$ cat config.mk
export PLATFORM = sky130hd
export DESIGN_NAME = gauss_step_top
export DESIGN_NICKNAME = d
export VERILOG_FILES = /design/src/design/gauss_pkg.sv /design/src/design/elim_cell.sv /design/src/design/elim_line.sv /design/src/design/gauss_step_top.sv /design/src/design/line_ram.sv /design/src/design/step_ctrl.sv
export SDC_FILE = /design/constraint.sdc
export NUM_CORES = 1
export LEC_CHECK = 0
export BUFFER_PORTS_ARGS = -buffer_cell sky130_fd_sc_hd__buf_2
export CAP_MARGIN = 30
export CORE_AREA = 2 2 178 180
export DETAILED_ROUTE_END_ITERATION = 16
export DIE_AREA = 0 0 180 182
export SLEW_MARGIN = 15
export SYNTH_ARGS = -nofsm -noshare
export SYNTH_HDL_FRONTEND = slang
export SYNTH_HIERARCHICAL = 1
export SYNTH_SLANG_ARGS = --single-unit
$ cat constraint.sdc
create_clock -name clk -period 3.1 [get_ports clk]
set_clock_uncertainty 0.15 [all_clocks]
set_input_delay 0.93 -clock clk [delete_from_list [all_inputs] [get_ports clk]]
set_output_delay 0.93 -clock clk [all_outputs]
set_load 0.02 [all_outputs]
$ cat src/design/gauss_pkg.sv
//**************************************************************************
// gauss step shared types
// cell opcodes, step mode and sequencer states for the GF(2) eliminator
//**************************************************************************
`default_nettype none

package gauss_pkg;

  // action of one cell on one row, one field per cell in an op word
  typedef enum logic [1:0] {
    op_pass    = 2'd0,  // row goes on unchanged
    op_xor     = 2'd1,  // row ^= pivot
    op_capture = 2'd2   // row becomes the pivot, dropped from stream
  } op_e;

  typedef enum logic {
    mode_eliminate = 1'b0,
    mode_apply     = 1'b1
  } mode_e;

  typedef enum logic [1:0] {
    st_idle,
    st_stream,
    st_drain,
    st_pivots
  } step_state_e;

endpackage

`default_nettype wire

$ cat src/design/elim_cell.sv
//**************************************************************************
// systolic elimination cell
// holds one pivot row, captures, xors or passes each row in one stage
//**************************************************************************
`timescale 1ns/1ps
`default_nettype none

module elim_cell import gauss_pkg::*; #(
  parameter int N     = 4,
  parameter int INDEX = 0
) (
  input  logic           clk,
  input  logic           rst_n,
  input  logic           clear,
  input  mode_e          mode,
  input  logic           in_valid,
  input  logic [N-1:0]   in_row,
  input  logic           in_drop,
  input  logic [2*N-1:0] in_ops,
  output logic           out_valid,
  output logic [N-1:0]   out_row,
  output logic           out_drop,
  output logic [2*N-1:0] out_ops,
  output logic [N-1:0]   pivot,
  output logic           has_pivot
);

  op_e            field;
  op_e            act;
  logic [N-1:0]   row_next;
  logic [2*N-1:0] ops_next;

  always_comb begin
    field = op_e'(in_ops[2*INDEX +: 2]);
    if (in_drop) begin
      act = op_pass;  // already a pivot upstream
    end else if (mode == mode_eliminate) begin
      if (in_row[INDEX] && !has_pivot)
        act = op_capture;
      else if (in_row[INDEX])
        act = op_xor;
      else
        act = op_pass;
    end else begin
      act = field;  // replay recorded op
    end
    row_next = (act == op_xor) ? (in_row ^ pivot) : in_row;
    ops_next = in_ops;
    ops_next[2*INDEX +: 2] = act;
  end

  always_ff @(posedge clk) begin
    if (!rst_n) begin
      out_valid <= 1'b0;
      has_pivot <= 1'b0;
    end else begin
      out_valid <= in_valid;
      if (clear)
        has_pivot <= 1'b0;
      else if (in_valid && act == op_capture)
        has_pivot <= 1'b1;
    end
  end

  // payload stage
  always_ff @(posedge clk) begin
    if (in_valid && act == op_capture) pivot <= in_row;
    out_row  <= row_next;
    out_drop <= in_drop || (act == op_capture);
    out_ops  <= ops_next;
  end

endmodule

`default_nettype wire

$ cat src/design/elim_line.sv
//**************************************************************************
// systolic elimination line
// N cells in series, row and op word advance one cell per cycle
//**************************************************************************
`timescale 1ns/1ps
`default_nettype none

module elim_line import gauss_pkg::*; #(
  parameter int N = 4
) (
  input  logic           clk,
  input  logic           rst_n,
  input  logic           clear,
  input  mode_e          mode,
  input  logic           in_valid,
  input  logic [N-1:0]   in_row,
  input  logic [2*N-1:0] in_ops,
  output logic           out_valid,
  output logic [N-1:0]   out_row,
  output logic           out_drop,
  output logic [2*N-1:0] out_ops,
  output logic [N*N-1:0] pivot_bus,
  output logic           full_rank
);

  logic [N:0]                valid_c;
  logic [N:0]                drop_c;
  logic [N:0][N-1:0]         row_c;
  logic [N:0][2*N-1:0]       ops_c;
  logic [N-1:0][N-1:0]       piv;
  logic [N-1:0]              has_piv;

  assign valid_c[0] = in_valid;
  assign row_c[0]   = in_row;
  assign drop_c[0]  = 1'b0;  // nothing dropped on entry
  assign ops_c[0]   = (mode == mode_apply) ? in_ops : '0;

  for (genvar j = 0; j < N; j++) begin : g_cell
    elim_cell #(.N(N), .INDEX(j)) i_elim_cell (
      .clk       (clk),
      .rst_n     (rst_n),
      .clear     (clear),
      .mode      (mode),
      .in_valid  (valid_c[j]),
      .in_row    (row_c[j]),
      .in_drop   (drop_c[j]),
      .in_ops    (ops_c[j]),
      .out_valid (valid_c[j+1]),
      .out_row   (row_c[j+1]),
      .out_drop  (drop_c[j+1]),
      .out_ops   (ops_c[j+1]),
      .pivot     (piv[j]),
      .has_pivot (has_piv[j])
    );
    assign pivot_bus[j*N +: N] = has_piv[j] ? piv[j] : '0;  // empty cell reads zero
  end

  assign out_valid = valid_c[N];
  assign out_row   = row_c[N];
  assign out_drop  = drop_c[N];
  assign out_ops   = ops_c[N];
  assign full_rank = &has_piv;

endmodule

`default_nettype wire

$ cat src/design/gauss_step_top.sv
//**************************************************************************
// GF(2) gaussian elimination step
// sequencer, data and op RAMs and the systolic line
//**************************************************************************
`timescale 1ns/1ps
`default_nettype none

module gauss_step_top import gauss_pkg::*; #(
  parameter int N = 4,
  parameter int L = 8,
  parameter int K = 16,
  localparam int AW  = $clog2(L*K/N),
  localparam int OAW = (L > 1) ? $clog2(L) : 1,
  localparam int BW  = (K/N > 1) ? $clog2(K/N) : 1
) (
  input  logic          clk,
  input  logic          rst_n,
  input  logic          start,
  input  mode_e         mode,
  input  logic [BW-1:0] col_block,
  input  logic          wr_en,
  input  logic [AW-1:0] wr_addr,
  input  logic [N-1:0]  data_in,
  input  logic          rd_en,
  input  logic [AW-1:0] rd_addr,
  output logic [N-1:0]  data_out,
  output logic          busy,
  output logic          done,
  output logic          fail
);

  logic           data_wr_en, data_rd_en;
  logic [AW-1:0]  data_wr_addr, data_rd_addr;
  logic [N-1:0]   data_wr_data;
  logic           op_wr_en, op_rd_en;
  logic [OAW-1:0] op_wr_addr, op_rd_addr;
  logic [2*N-1:0] op_wr_data, op_rd_data;
  logic           line_clear, line_valid;
  mode_e          line_mode;
  logic           line_out_valid, line_out_drop, full_rank;
  logic [N-1:0]   line_out_row;
  logic [2*N-1:0] line_out_ops;
  logic [N*N-1:0] pivot_bus;

  step_ctrl #(.N(N), .L(L), .K(K)) i_step_ctrl (
    .clk (clk), .rst_n (rst_n), .start (start), .mode (mode), .col_block (col_block),
    .ext_wr_en (wr_en), .ext_wr_addr (wr_addr), .ext_wr_data (data_in),
    .ext_rd_en (rd_en), .ext_rd_addr (rd_addr),
    .data_wr_en (data_wr_en), .data_wr_addr (data_wr_addr), .data_wr_data (data_wr_data),
    .data_rd_en (data_rd_en), .data_rd_addr (data_rd_addr),
    .op_wr_en (op_wr_en), .op_wr_addr (op_wr_addr), .op_wr_data (op_wr_data),
    .op_rd_en (op_rd_en), .op_rd_addr (op_rd_addr),
    .line_clear (line_clear), .line_mode (line_mode), .line_valid (line_valid),
    .line_out_valid (line_out_valid), .line_out_row (line_out_row),
    .line_out_drop (line_out_drop), .line_out_ops (line_out_ops),
    .pivot_bus (pivot_bus), .full_rank (full_rank),
    .busy (busy), .done (done), .fail (fail)
  );

  line_ram #(.WIDTH(N), .DEPTH(L*K/N)) data_ram (
    .clk (clk), .wr_en (data_wr_en), .wr_addr (data_wr_addr), .wr_data (data_wr_data),
    .rd_en (data_rd_en), .rd_addr (data_rd_addr), .rd_data (data_out)
  );

  line_ram #(.WIDTH(2*N), .DEPTH(L)) op_ram (
    .clk (clk), .wr_en (op_wr_en), .wr_addr (op_wr_addr), .wr_data (op_wr_data),
    .rd_en (op_rd_en), .rd_addr (op_rd_addr), .rd_data (op_rd_data)
  );

  elim_line #(.N(N)) i_elim_line (
    .clk (clk), .rst_n (rst_n), .clear (line_clear), .mode (line_mode),
    .in_valid (line_valid), .in_row (data_out), .in_ops (op_rd_data),
    .out_valid (line_out_valid), .out_row (line_out_row), .out_drop (line_out_drop),
    .out_ops (line_out_ops), .pivot_bus (pivot_bus), .full_rank (full_rank)
  );

endmodule

`default_nettype wire

$ cat src/design/line_ram.sv
//**************************************************************************
// simple dual-port RAM
// one write port, one read port with registered output held on idle
//**************************************************************************
`timescale 1ns/1ps
`default_nettype none

module line_ram #(
  parameter int WIDTH = 8,
  parameter int DEPTH = 16,
  localparam int AW = (DEPTH > 1) ? $clog2(DEPTH) : 1
) (
  input  logic             clk,
  input  logic             wr_en,
  input  logic [AW-1:0]    wr_addr,
  input  logic [WIDTH-1:0] wr_data,
  input  logic             rd_en,
  input  logic [AW-1:0]    rd_addr,
  output logic [WIDTH-1:0] rd_data
);

  logic [WIDTH-1:0] mem [DEPTH];

  always_ff @(posedge clk) begin
    if (wr_en) mem[wr_addr] <= wr_data;
    if (rd_en) rd_data <= mem[rd_addr];  // old data on same-address collision
  end

endmodule

`default_nettype wire

$ cat src/design/step_ctrl.sv
//**************************************************************************
// elimination step sequencer
// streams one block through the line, writes back remainders and pivots
//**************************************************************************
`timescale 1ns/1ps
`default_nettype none

module step_ctrl import gauss_pkg::*; #(
  parameter int N = 4,
  parameter int L = 8,
  parameter int K = 16,
  localparam int AW  = $clog2(L*K/N),
  localparam int OAW = (L > 1) ? $clog2(L) : 1,
  localparam int BW  = (K/N > 1) ? $clog2(K/N) : 1
) (
  input  logic           clk,
  input  logic           rst_n,
  input  logic           start,
  input  mode_e          mode,
  input  logic [BW-1:0]  col_block,
  input  logic           ext_wr_en,
  input  logic [AW-1:0]  ext_wr_addr,
  input  logic [N-1:0]   ext_wr_data,
  input  logic           ext_rd_en,
  input  logic [AW-1:0]  ext_rd_addr,
  output logic           data_wr_en,
  output logic [AW-1:0]  data_wr_addr,
  output logic [N-1:0]   data_wr_data,
  output logic           data_rd_en,
  output logic [AW-1:0]  data_rd_addr,
  output logic           op_wr_en,
  output logic [OAW-1:0] op_wr_addr,
  output logic [2*N-1:0] op_wr_data,
  output logic           op_rd_en,
  output logic [OAW-1:0] op_rd_addr,
  output logic           line_clear,
  output mode_e          line_mode,
  output logic           line_valid,
  input  logic           line_out_valid,
  input  logic [N-1:0]   line_out_row,
  input  logic           line_out_drop,
  input  logic [2*N-1:0] line_out_ops,
  input  logic [N*N-1:0] pivot_bus,
  input  logic           full_rank,
  output logic           busy,
  output logic           done,
  output logic           fail
);

  localparam int CW = $clog2(L + N + 2);
  localparam int RW = $clog2(L + 1);

  step_state_e    state;
  logic [CW-1:0]  cnt;
  logic           arm;       // setup cycle after an accepted start
  logic           start_ok;
  mode_e          mode_q;
  logic [AW-1:0]  base;      // block start address
  logic           rd_valid;
  logic [OAW-1:0] out_idx;
  logic [RW-1:0]  rem_off;
  logic           last_pivot;
  logic           rem_wr;
  logic           piv_wr;
  logic [N-1:0]   piv_sel;
  logic           ctrl_wr_en;
  logic [AW-1:0]  ctrl_wr_addr;
  logic [N-1:0]   ctrl_wr_data;
  logic           ctrl_rd_en;
  logic [AW-1:0]  ctrl_rd_addr;

  assign start_ok   = start && (state == st_idle) && !arm;
  assign busy       = (state != st_idle) || arm;
  assign last_pivot = (state == st_pivots) && (cnt == CW'(N - 1));

  always_ff @(posedge clk) begin
    if (!rst_n) begin
      state    <= st_idle;
      cnt      <= '0;
      arm      <= 1'b0;
      mode_q   <= mode_eliminate;
      rd_valid <= 1'b0;
      done     <= 1'b0;
      fail     <= 1'b0;
    end else begin
      arm      <= start_ok;
      rd_valid <= (state == st_stream);  // RAM data arrives one cycle later
      done     <= last_pivot;
      if (start_ok) begin
        mode_q <= mode;
        fail   <= 1'b0;
      end else if (last_pivot) begin
        fail <= (mode_q == mode_eliminate) && !full_rank;
      end
      case (state)
        st_idle:
          if (arm) begin
            state <= st_stream;
            cnt   <= '0;
          end
        st_stream:
          if (cnt == CW'(L - 1)) begin
            state <= st_drain;
            cnt   <= '0;
          end else cnt <= cnt + 1'b1;
        st_drain:  // read latency plus line depth
          if (cnt == CW'(N)) begin
            state <= st_pivots;
            cnt   <= '0;
          end else cnt <= cnt + 1'b1;
        st_pivots:
          if (last_pivot) begin
            state <= st_idle;
            cnt   <= '0;
          end else cnt <= cnt + 1'b1;
        default: state <= st_idle;
      endcase
    end
  end

  always_ff @(posedge clk) begin
    if (start_ok) base <= AW'(col_block * L);
  end

  // output row index and remainder offset, both counted at line exit
  always_ff @(posedge clk) begin
    if (!rst_n || arm) begin
      out_idx <= '0;
      rem_off <= RW'(N);
    end else if (line_out_valid) begin
      out_idx <= out_idx + 1'b1;
      if (rem_wr) rem_off <= rem_off + 1'b1;
    end
  end

  assign rem_wr  = line_out_valid && !line_out_drop && (rem_off < RW'(L));
  assign piv_wr  = (state == st_pivots);
  assign piv_sel = pivot_bus[cnt*N +: N];

  assign ctrl_wr_en   = rem_wr || piv_wr;
  assign ctrl_wr_addr = piv_wr ? base + AW'(cnt) : base + AW'(rem_off);
  assign ctrl_wr_data = piv_wr ? piv_sel : line_out_row;
  assign ctrl_rd_en   = (state == st_stream);
  assign ctrl_rd_addr = base + AW'(cnt);

  // external port wins the data RAM
  assign data_wr_en   = ext_wr_en || ctrl_wr_en;
  assign data_wr_addr = ext_wr_en ? ext_wr_addr : ctrl_wr_addr;
  assign data_wr_data = ext_wr_en ? ext_wr_data : ctrl_wr_data;
  assign data_rd_en   = ext_rd_en || ctrl_rd_en;
  assign data_rd_addr = ext_rd_en ? ext_rd_addr : ctrl_rd_addr;

  assign op_wr_en   = line_out_valid && (mode_q == mode_eliminate);
  assign op_wr_addr = out_idx;
  assign op_wr_data = line_out_ops;
  assign op_rd_en   = ctrl_rd_en && (mode_q == mode_apply);  // in step with data reads
  assign op_rd_addr = OAW'(cnt);

  assign line_clear = arm;
  assign line_mode  = mode_q;
  assign line_valid = rd_valid;

endmodule

`default_nettype wire

==> results of run 1 <==
## critical path, cell delays in order, from the launching register on
cell and delay (ns):
dfxtp_1 0.38, ha_1 0.38, mux2i_1 0.27, xor2_1 0.10, o21ai_1 0.35, or3b_2 0.55, nor2_1 0.35
## where the power goes
part | switching [mW] | total, mW | internal, mW
clock network | 1.59 | 3.83 | 2.25
logic | 0.567 | 0.951 | 0.384
registers | 0.194 | 4.81 | 4.62
total | 2.35 | 9.60 | 7.25
## cells by family (layout without fill, tap and decap cells)
logic type      after synthesis  after routing  share of synthesized area
simple gates                168            168                     0.0855
compound gates               65             65                     0.0439
mux                          84             84                      0.136
other cells                   1              1                   0.000307
xor+xnor                     21             21                     0.0150
buf+inv                      75            172                     0.0353
flops                       300            300                      0.673
fa+ha+maj                    11             11                     0.0113
## sequential cells by signal, indices dropped and copies added, names as in the netlist, 8 cells and up
register,count
i_elim_line/g_cell.i_elim_cell/pivot,16
i_elim_line/g_cell.i_elim_cell/out_ops,32
i_elim_line/g_cell.i_elim_cell/out_row,16
data_ram/mem,128
op_ram/mem,64
op_ram/rd_data,8
## cells in the final DEF (no fill, tap or decap), types with 10 or more instances in the layout
cell	n
a21oi_1	12
buf_4	43
dfxtp_1	78
nand2_1	22
and2_1	27
mux4_1	15
a211oi_2	16
mux2_2	14
inv_1	35
nor2_1	56
mux2i_1	10
clkbuf_16	35
buf_2	28
xor2_1	18
ha_1	11
mux4_2	45
edfxtp_1	222
## cell type report
type,count,share of cell area
Sequential cell,300,0.585
Tap cell,402,0.0357
Clock buffer,44,0.0668
Inverter,36,0.00960
Timing Repair Buffer,74,0.0372
Clock inverter,18,0.0102
Multi-Input combinational cell,350,0.256
## routing by layer
metal / track usage / routed length (um) / vias up
li1: - / - / 2891
met5: 0 / 0 / -
met3: 0.0265 / 1300 / 38
met2: 0.242 / 11600 / 193
met1: 0.235 / 12100 / 3153
met4: 0.0439 / 518 / 0
## final timing paths
kind | start | endpoint | slack, ns | depth (start not counted)
setup / recovery | i_step_ctrl/state[0] | data_ram/mem[18][2] | 0.23 | 6
hold / removal | i_elim_line/g_cell[1].i_elim_cell/out_ops[7] | i_elim_line/g_cell[2].i_elim_cell/out_ops[7] | 0.18 | 0
setup reg to reg | i_step_ctrl/state[0] | data_ram/mem[18][2] | 0.23 | 6
hold reg to reg | i_elim_line/g_cell[1].i_elim_cell/out_ops[7] | i_elim_line/g_cell[2].i_elim_cell/out_ops[7] | 0.18 | 0
==> qor.txt, run 1 <==
Min Hold Slack = 0.176 ns
Post-layout util = 0.454
Synth top cells by count = 222 x edfxtp_1, 78 x dfxtp_1, 56 x nor2_1
Unrepaired setup endpoints after global routing = no
Post-Syn Area per Cell = 16.9 sq um
Post-synth top area cell = edfxtp_1
Final Non-Filler Cells = 1224
DRT Wirelength = 25.6 mm
Antenna Nets Post-Route = 0
Worst setup SP type = flop
Setup TNS = 0 ns
Post-CTS Resized = 0
Total track usage = 0.158
Post-synth EDFFs = 222
Most instantiated library cell after synthesis = edfxtp_1
Max-cap viol count = 0
Final Setup Violations = 0
# placed instances = 1162
Peak supply drop = 0.502 mV
Clock latency on the worst-skew pair = 0.52 ns
Post-CTS setup buffers = 0
Synthesized area = 12200 sq um
DP Worst Slack = -0.199 ns
Layout cells sized above 1 = 0.281
Via-to-Cell Ratio = 5.13
Detailed-route via count = 6275
Number of port buffers = 28
Net count after synthesis = 758
CTS Sinks = 300
Footprint of the multi-input gates = 3600 sq um
Max Fclk = 348 MHz
Layout area overhead = 15.1%
Routed length per instance = 20.9 um
Worst setup margin = 0.228 ns
Crit path time final = 2.87 ns
Hold buffer count at cts = 0
Global-route wire length before repair = 39.2 mm
Number of distinct library cells after synthesis = 54
Finished Cell Area = 14100 sq um
Core area = 31000 sq um
Final hold violation count = 0
Synth area leaders = edfxtp_1 54%, dfxtp_1 13%, mux4_2 8.3%
I/O pins = 29
Type of the worst min-delay path = reg2reg
Fin. max-slew vios = 0
Post-synth ARST share = 0
Crit-path max FO = 6
Vias in the first global route = 6315
H-tree depth = 2
CP Class = reg2reg
Die Wd = 180 um
Drc violations = 0
Initial DRC Count = 542
WP data required = 3.11 ns
Die Ht = 182 um
Congestion Overflow GR = 0
P_leak = 5.14 nW
Clock buffer count from CTS = 34
Sequential area share after synthesis = 0.673
Antenna cells = 0
Run status = finished clean
Maximum number of pins on one net before global-route repair = 33
Power Total = 9.60 mW
# fillers = 2662
Max Buffers Root-to-Sink = 3
Fin crit share = 0.926
Worst EP arrival = 2.88 ns
Top_reg_cell synth = edfxtp_1
GP Congestion = 0.795
Cell Rows = 65
Endpoint class of the critical path = flop
Post-DP HPWL = 17.2 mm
Final nets = 829
Initial Util = 0.395
Clock-pin slew on the worst setup and hold paths = 0.06 ns
Area share of the largest cell type after synthesis = 0.545
Initial antenna violation count = 1
Synthesis Warnings = 6
Die ar. = 32800 sq um
Clock root buffer master = clkbuf_16
DR pass1 iterations = 5
Area post-placement = 13000 sq um
Syn Inst Count = 725
#FFs+latches synth = 300
Pwr per Cell Area = 682 nW/um^2
Register area = 8230 sq um
CTS tree = yes
(Power assumes the default switching activity.)
==> inputs of run 2 (changes only) <==
--- a/config.mk
+++ b/config.mk
@@ -6,8 +6,9 @@
 export NUM_CORES = 1
 export LEC_CHECK = 0
 export BUFFER_PORTS_ARGS = -buffer_cell sky130_fd_sc_hd__buf_2
-export CAP_MARGIN = 30
+export CAP_MARGIN = 20
 export CORE_AREA = 2 2 178 180
+export CTS_BUF_LIST = sky130_fd_sc_hd__clkbuf_8
 export DETAILED_ROUTE_END_ITERATION = 16
 export DIE_AREA = 0 0 180 182
 export SLEW_MARGIN = 15
==> qor.txt, run 2 (same netlist as run 1, synthesis figures left out) <==
I/O pins = 29 (unchanged)
Final hold violation count = 0 (unchanged)
Die ar. = 32800 sq um (unchanged)
Endpoint class of the critical path = primary output
Seq pwr share = 0.535 (+0.034)
Crit path time final = 2.94 ns (+0.0680 ns)
Pwr per Cell Area = 646 nW/um^2 (-5.3%)
Maximum number of pins on one net before global-route repair = 33 (unchanged)
Worst setup margin = 0.160 ns (-0.0680 ns)
Grt met2 use = 0.243 (+0.00123)
R2R Setup Slk = 0.25 ns (+0.02 ns)
Part of the power in the clock network = 0.359 (-0.041)
Detailed-route via count = 6386 (+1.8%)
Grt met3 use = 0.0287 (+0.00221)
Peak supply drop = 0.348 mV (-31%)
Gate power share = 0.106 (+0.007)
Antenna cells = 0 (unchanged)
Worst EP arrival = 1.86 ns (-1.02 ns)
Global-route wire length before repair = 39.5 mm (+0.61%)
Vias in the first global route = 6496 (+2.9%)
Footprint of the multi-input gates = 3600 sq um (unchanged)
Unrepaired setup endpoints after global routing = no
Initial DRC Count = 509 (-6.1%)
WP data required = 2.02 ns (-1.09 ns)
P_leak = 5.16 nW (+0.27%)
Cell Rows = 65 (unchanged)
Worst Max-Slew Pin Slew = 0.513 ns
Clock buffer count from CTS = 50 (+47%)
Clock-pin slew on the worst setup and hold paths = 0.06 ns (about the same)
GP Congestion = 0.795 (unchanged)
Post-DP HPWL = 17.2 mm (unchanged)
Via-to-Cell Ratio = 5.09 (-0.74%)
DP Worst Slack = -0.199 ns (unchanged)
Total track usage = 0.159 (+0.000419)
Clock root buffer master = clkbuf_8
Max-slew headroom = 0.654
Layout cells sized above 1 = 0.290 (+0.00854)
Commonest non-fill, non-tap cell in the layout = edfxtp_1
Crit-path max FO = 9 (+3)
H-tree depth = 2 (unchanged)
Max Buffers Root-to-Sink = 3 (unchanged)
Die Wd = 180 um (unchanged)
Routed length per instance = 20.5 um (-1.9%)
Type of the worst min-delay path = reg2reg
Critical Path Source = i_step_ctrl/state[0]
Internal = 6.68 mW (-7.9%)
Min Hold Slack = 0.177 ns (+0.000385 ns)
Antenna Nets Post-Route = 0 (unchanged)
Area post-placement = 13000 sq um (unchanged)
GRT busiest layer = met2
Initial antenna violation count = 1 (unchanged)
Max Fclk = 340 MHz (-2.3%)
Net Sw Frac = 0.257 (+0.0129)
Fin crit share = 0.948 (+0.0219)
Drc violations = 0 (unchanged)
CP Class = reg2out
FF-to-FF End = data_ram/mem[16][3]
# fillers = 2723 (+2.3%)
Clock latency on the worst-skew pair = 0.57 ns (+0.05 ns)
Grt met1 use = 0.233 (-0.00156)
Biggest regs = data_ram/mem: 128 flops, op_ram/mem: 64 flops, i_elim_line/g_cell.i_elim_cell/out_ops: 32 flops
Worst setup SP type = flop
Power Total = 9.00 mW (-6.3%)
Core area = 31000 sq um (unchanged)
R2R Path Start = i_step_ctrl/state[0]
Final Setup Violations = 0 (unchanged)
Initial Util = 0.395 (unchanged)
Final nets = 845 (+1.9%)
Most frequent cells in the layout = 222 x edfxtp_1, 78 x dfxtp_1, 56 x nor2_1
Worst reg2reg path depth = 6 (unchanged)
Finished Cell Area = 13900 sq um (-1.0%)
Register area = 8230 sq um (unchanged)
Max-cap viol count = 0 (unchanged)
DR pass1 iterations = 5 (unchanged)
Layout area overhead = 13.9%
DRT Wirelength = 25.7 mm (+0.57%)
Run status = finished clean
Number of port buffers = 28 (unchanged)
CP endpoint = busy
Fin. max-slew vios = 0 (unchanged)
Congestion Overflow GR = 0 (unchanged)
Max reg flops = 128 (unchanged)
CTS tree = yes
Psw = 2.32 mW (-1.3%)
Top reg by flops = data_ram/mem
Die Ht = 182 um (unchanged)
CTS Sinks = 300 (unchanged)
[run 2: how the worst min path moves through the flow]
stage | start | end | slack (ns) | cells after the start
after floorplan | i_elim_line/g_cell[0].i_elim_cell/out_ops[0] | i_elim_line/g_cell[1].i_elim_cell/out_ops[0] | 0.16 | 0
after global placement | i_elim_line/g_cell[2].i_elim_cell/out_ops[3] | i_elim_line/g_cell[3].i_elim_cell/out_ops[3] | 0.16 | 0
final | i_elim_line/g_cell[1].i_elim_cell/out_ops[3] | i_elim_line/g_cell[2].i_elim_cell/out_ops[3] | 0.18 | 0
after CTS | i_elim_line/g_cell[1].i_elim_cell/out_ops[3] | i_elim_line/g_cell[2].i_elim_cell/out_ops[3] | 0.18 | 0
after global routing | i_elim_line/g_cell[1].i_elim_cell/out_ops[3] | i_elim_line/g_cell[2].i_elim_cell/out_ops[3] | 0.18 | 0
after detailed placement | i_elim_line/g_cell[2].i_elim_cell/out_ops[3] | i_elim_line/g_cell[3].i_elim_cell/out_ops[3] | 0.16 | 0
[run 2: what timing repair did]
action	4_1_cts	5_1_grt
gates resized for setup	1	0
setup endpoints to repair	1	0
hold buffers	0	0
setup buffers	0	0
[run 2: worst max-delay path: stages, from the launching register on]
cell     delay (ns)
dfxtp_1        0.34
inv_1          0.11
ha_1           0.21
nor2b_2        0.39
inv_2          0.08
buf_2          0.18
[run 2: metrics by stage]
stage,util,TNS (ns),instances
floorplan,-,-0.0897,725
global placement,0.419,-0.595,1162
detailed placement,0.419,-0.748,1162
CTS,0.450,0,1255
global route,0.450,0,1255
finish,0.450,0,1255
[run 2: metal layers]
metal	share of wire	routed length, um
met2	0.45	11700
met4	0.020	503
met5	0	0
met3	0.062	1610
met1	0.46	11900
[run 2: final cells by class]
type | count | area share
clock buffers | 53 | 0.0524
repair buffers | 74 | 0.0375
multi-input cells | 350 | 0.259
well taps | 402 | 0.0361
flip-flops and latches | 300 | 0.591
inverters | 36 | 0.00970
clock inverters | 40 | 0.0150
[run 2: power groups by stage]
stage / registers, mW / clock network [mW] / logic (mW)
3_5_place_dp: 4.89 / 0 / 0.953
3_3_place_gp: 4.90 / 0 / 0.938
6_report: 4.81 / 3.23 / 0.949
4_1_cts: 4.82 / 3.33 / 0.960
5_1_grt: 4.84 / 3.52 / 1.04
2_1_floorplan: 4.83 / 0 / 0.678
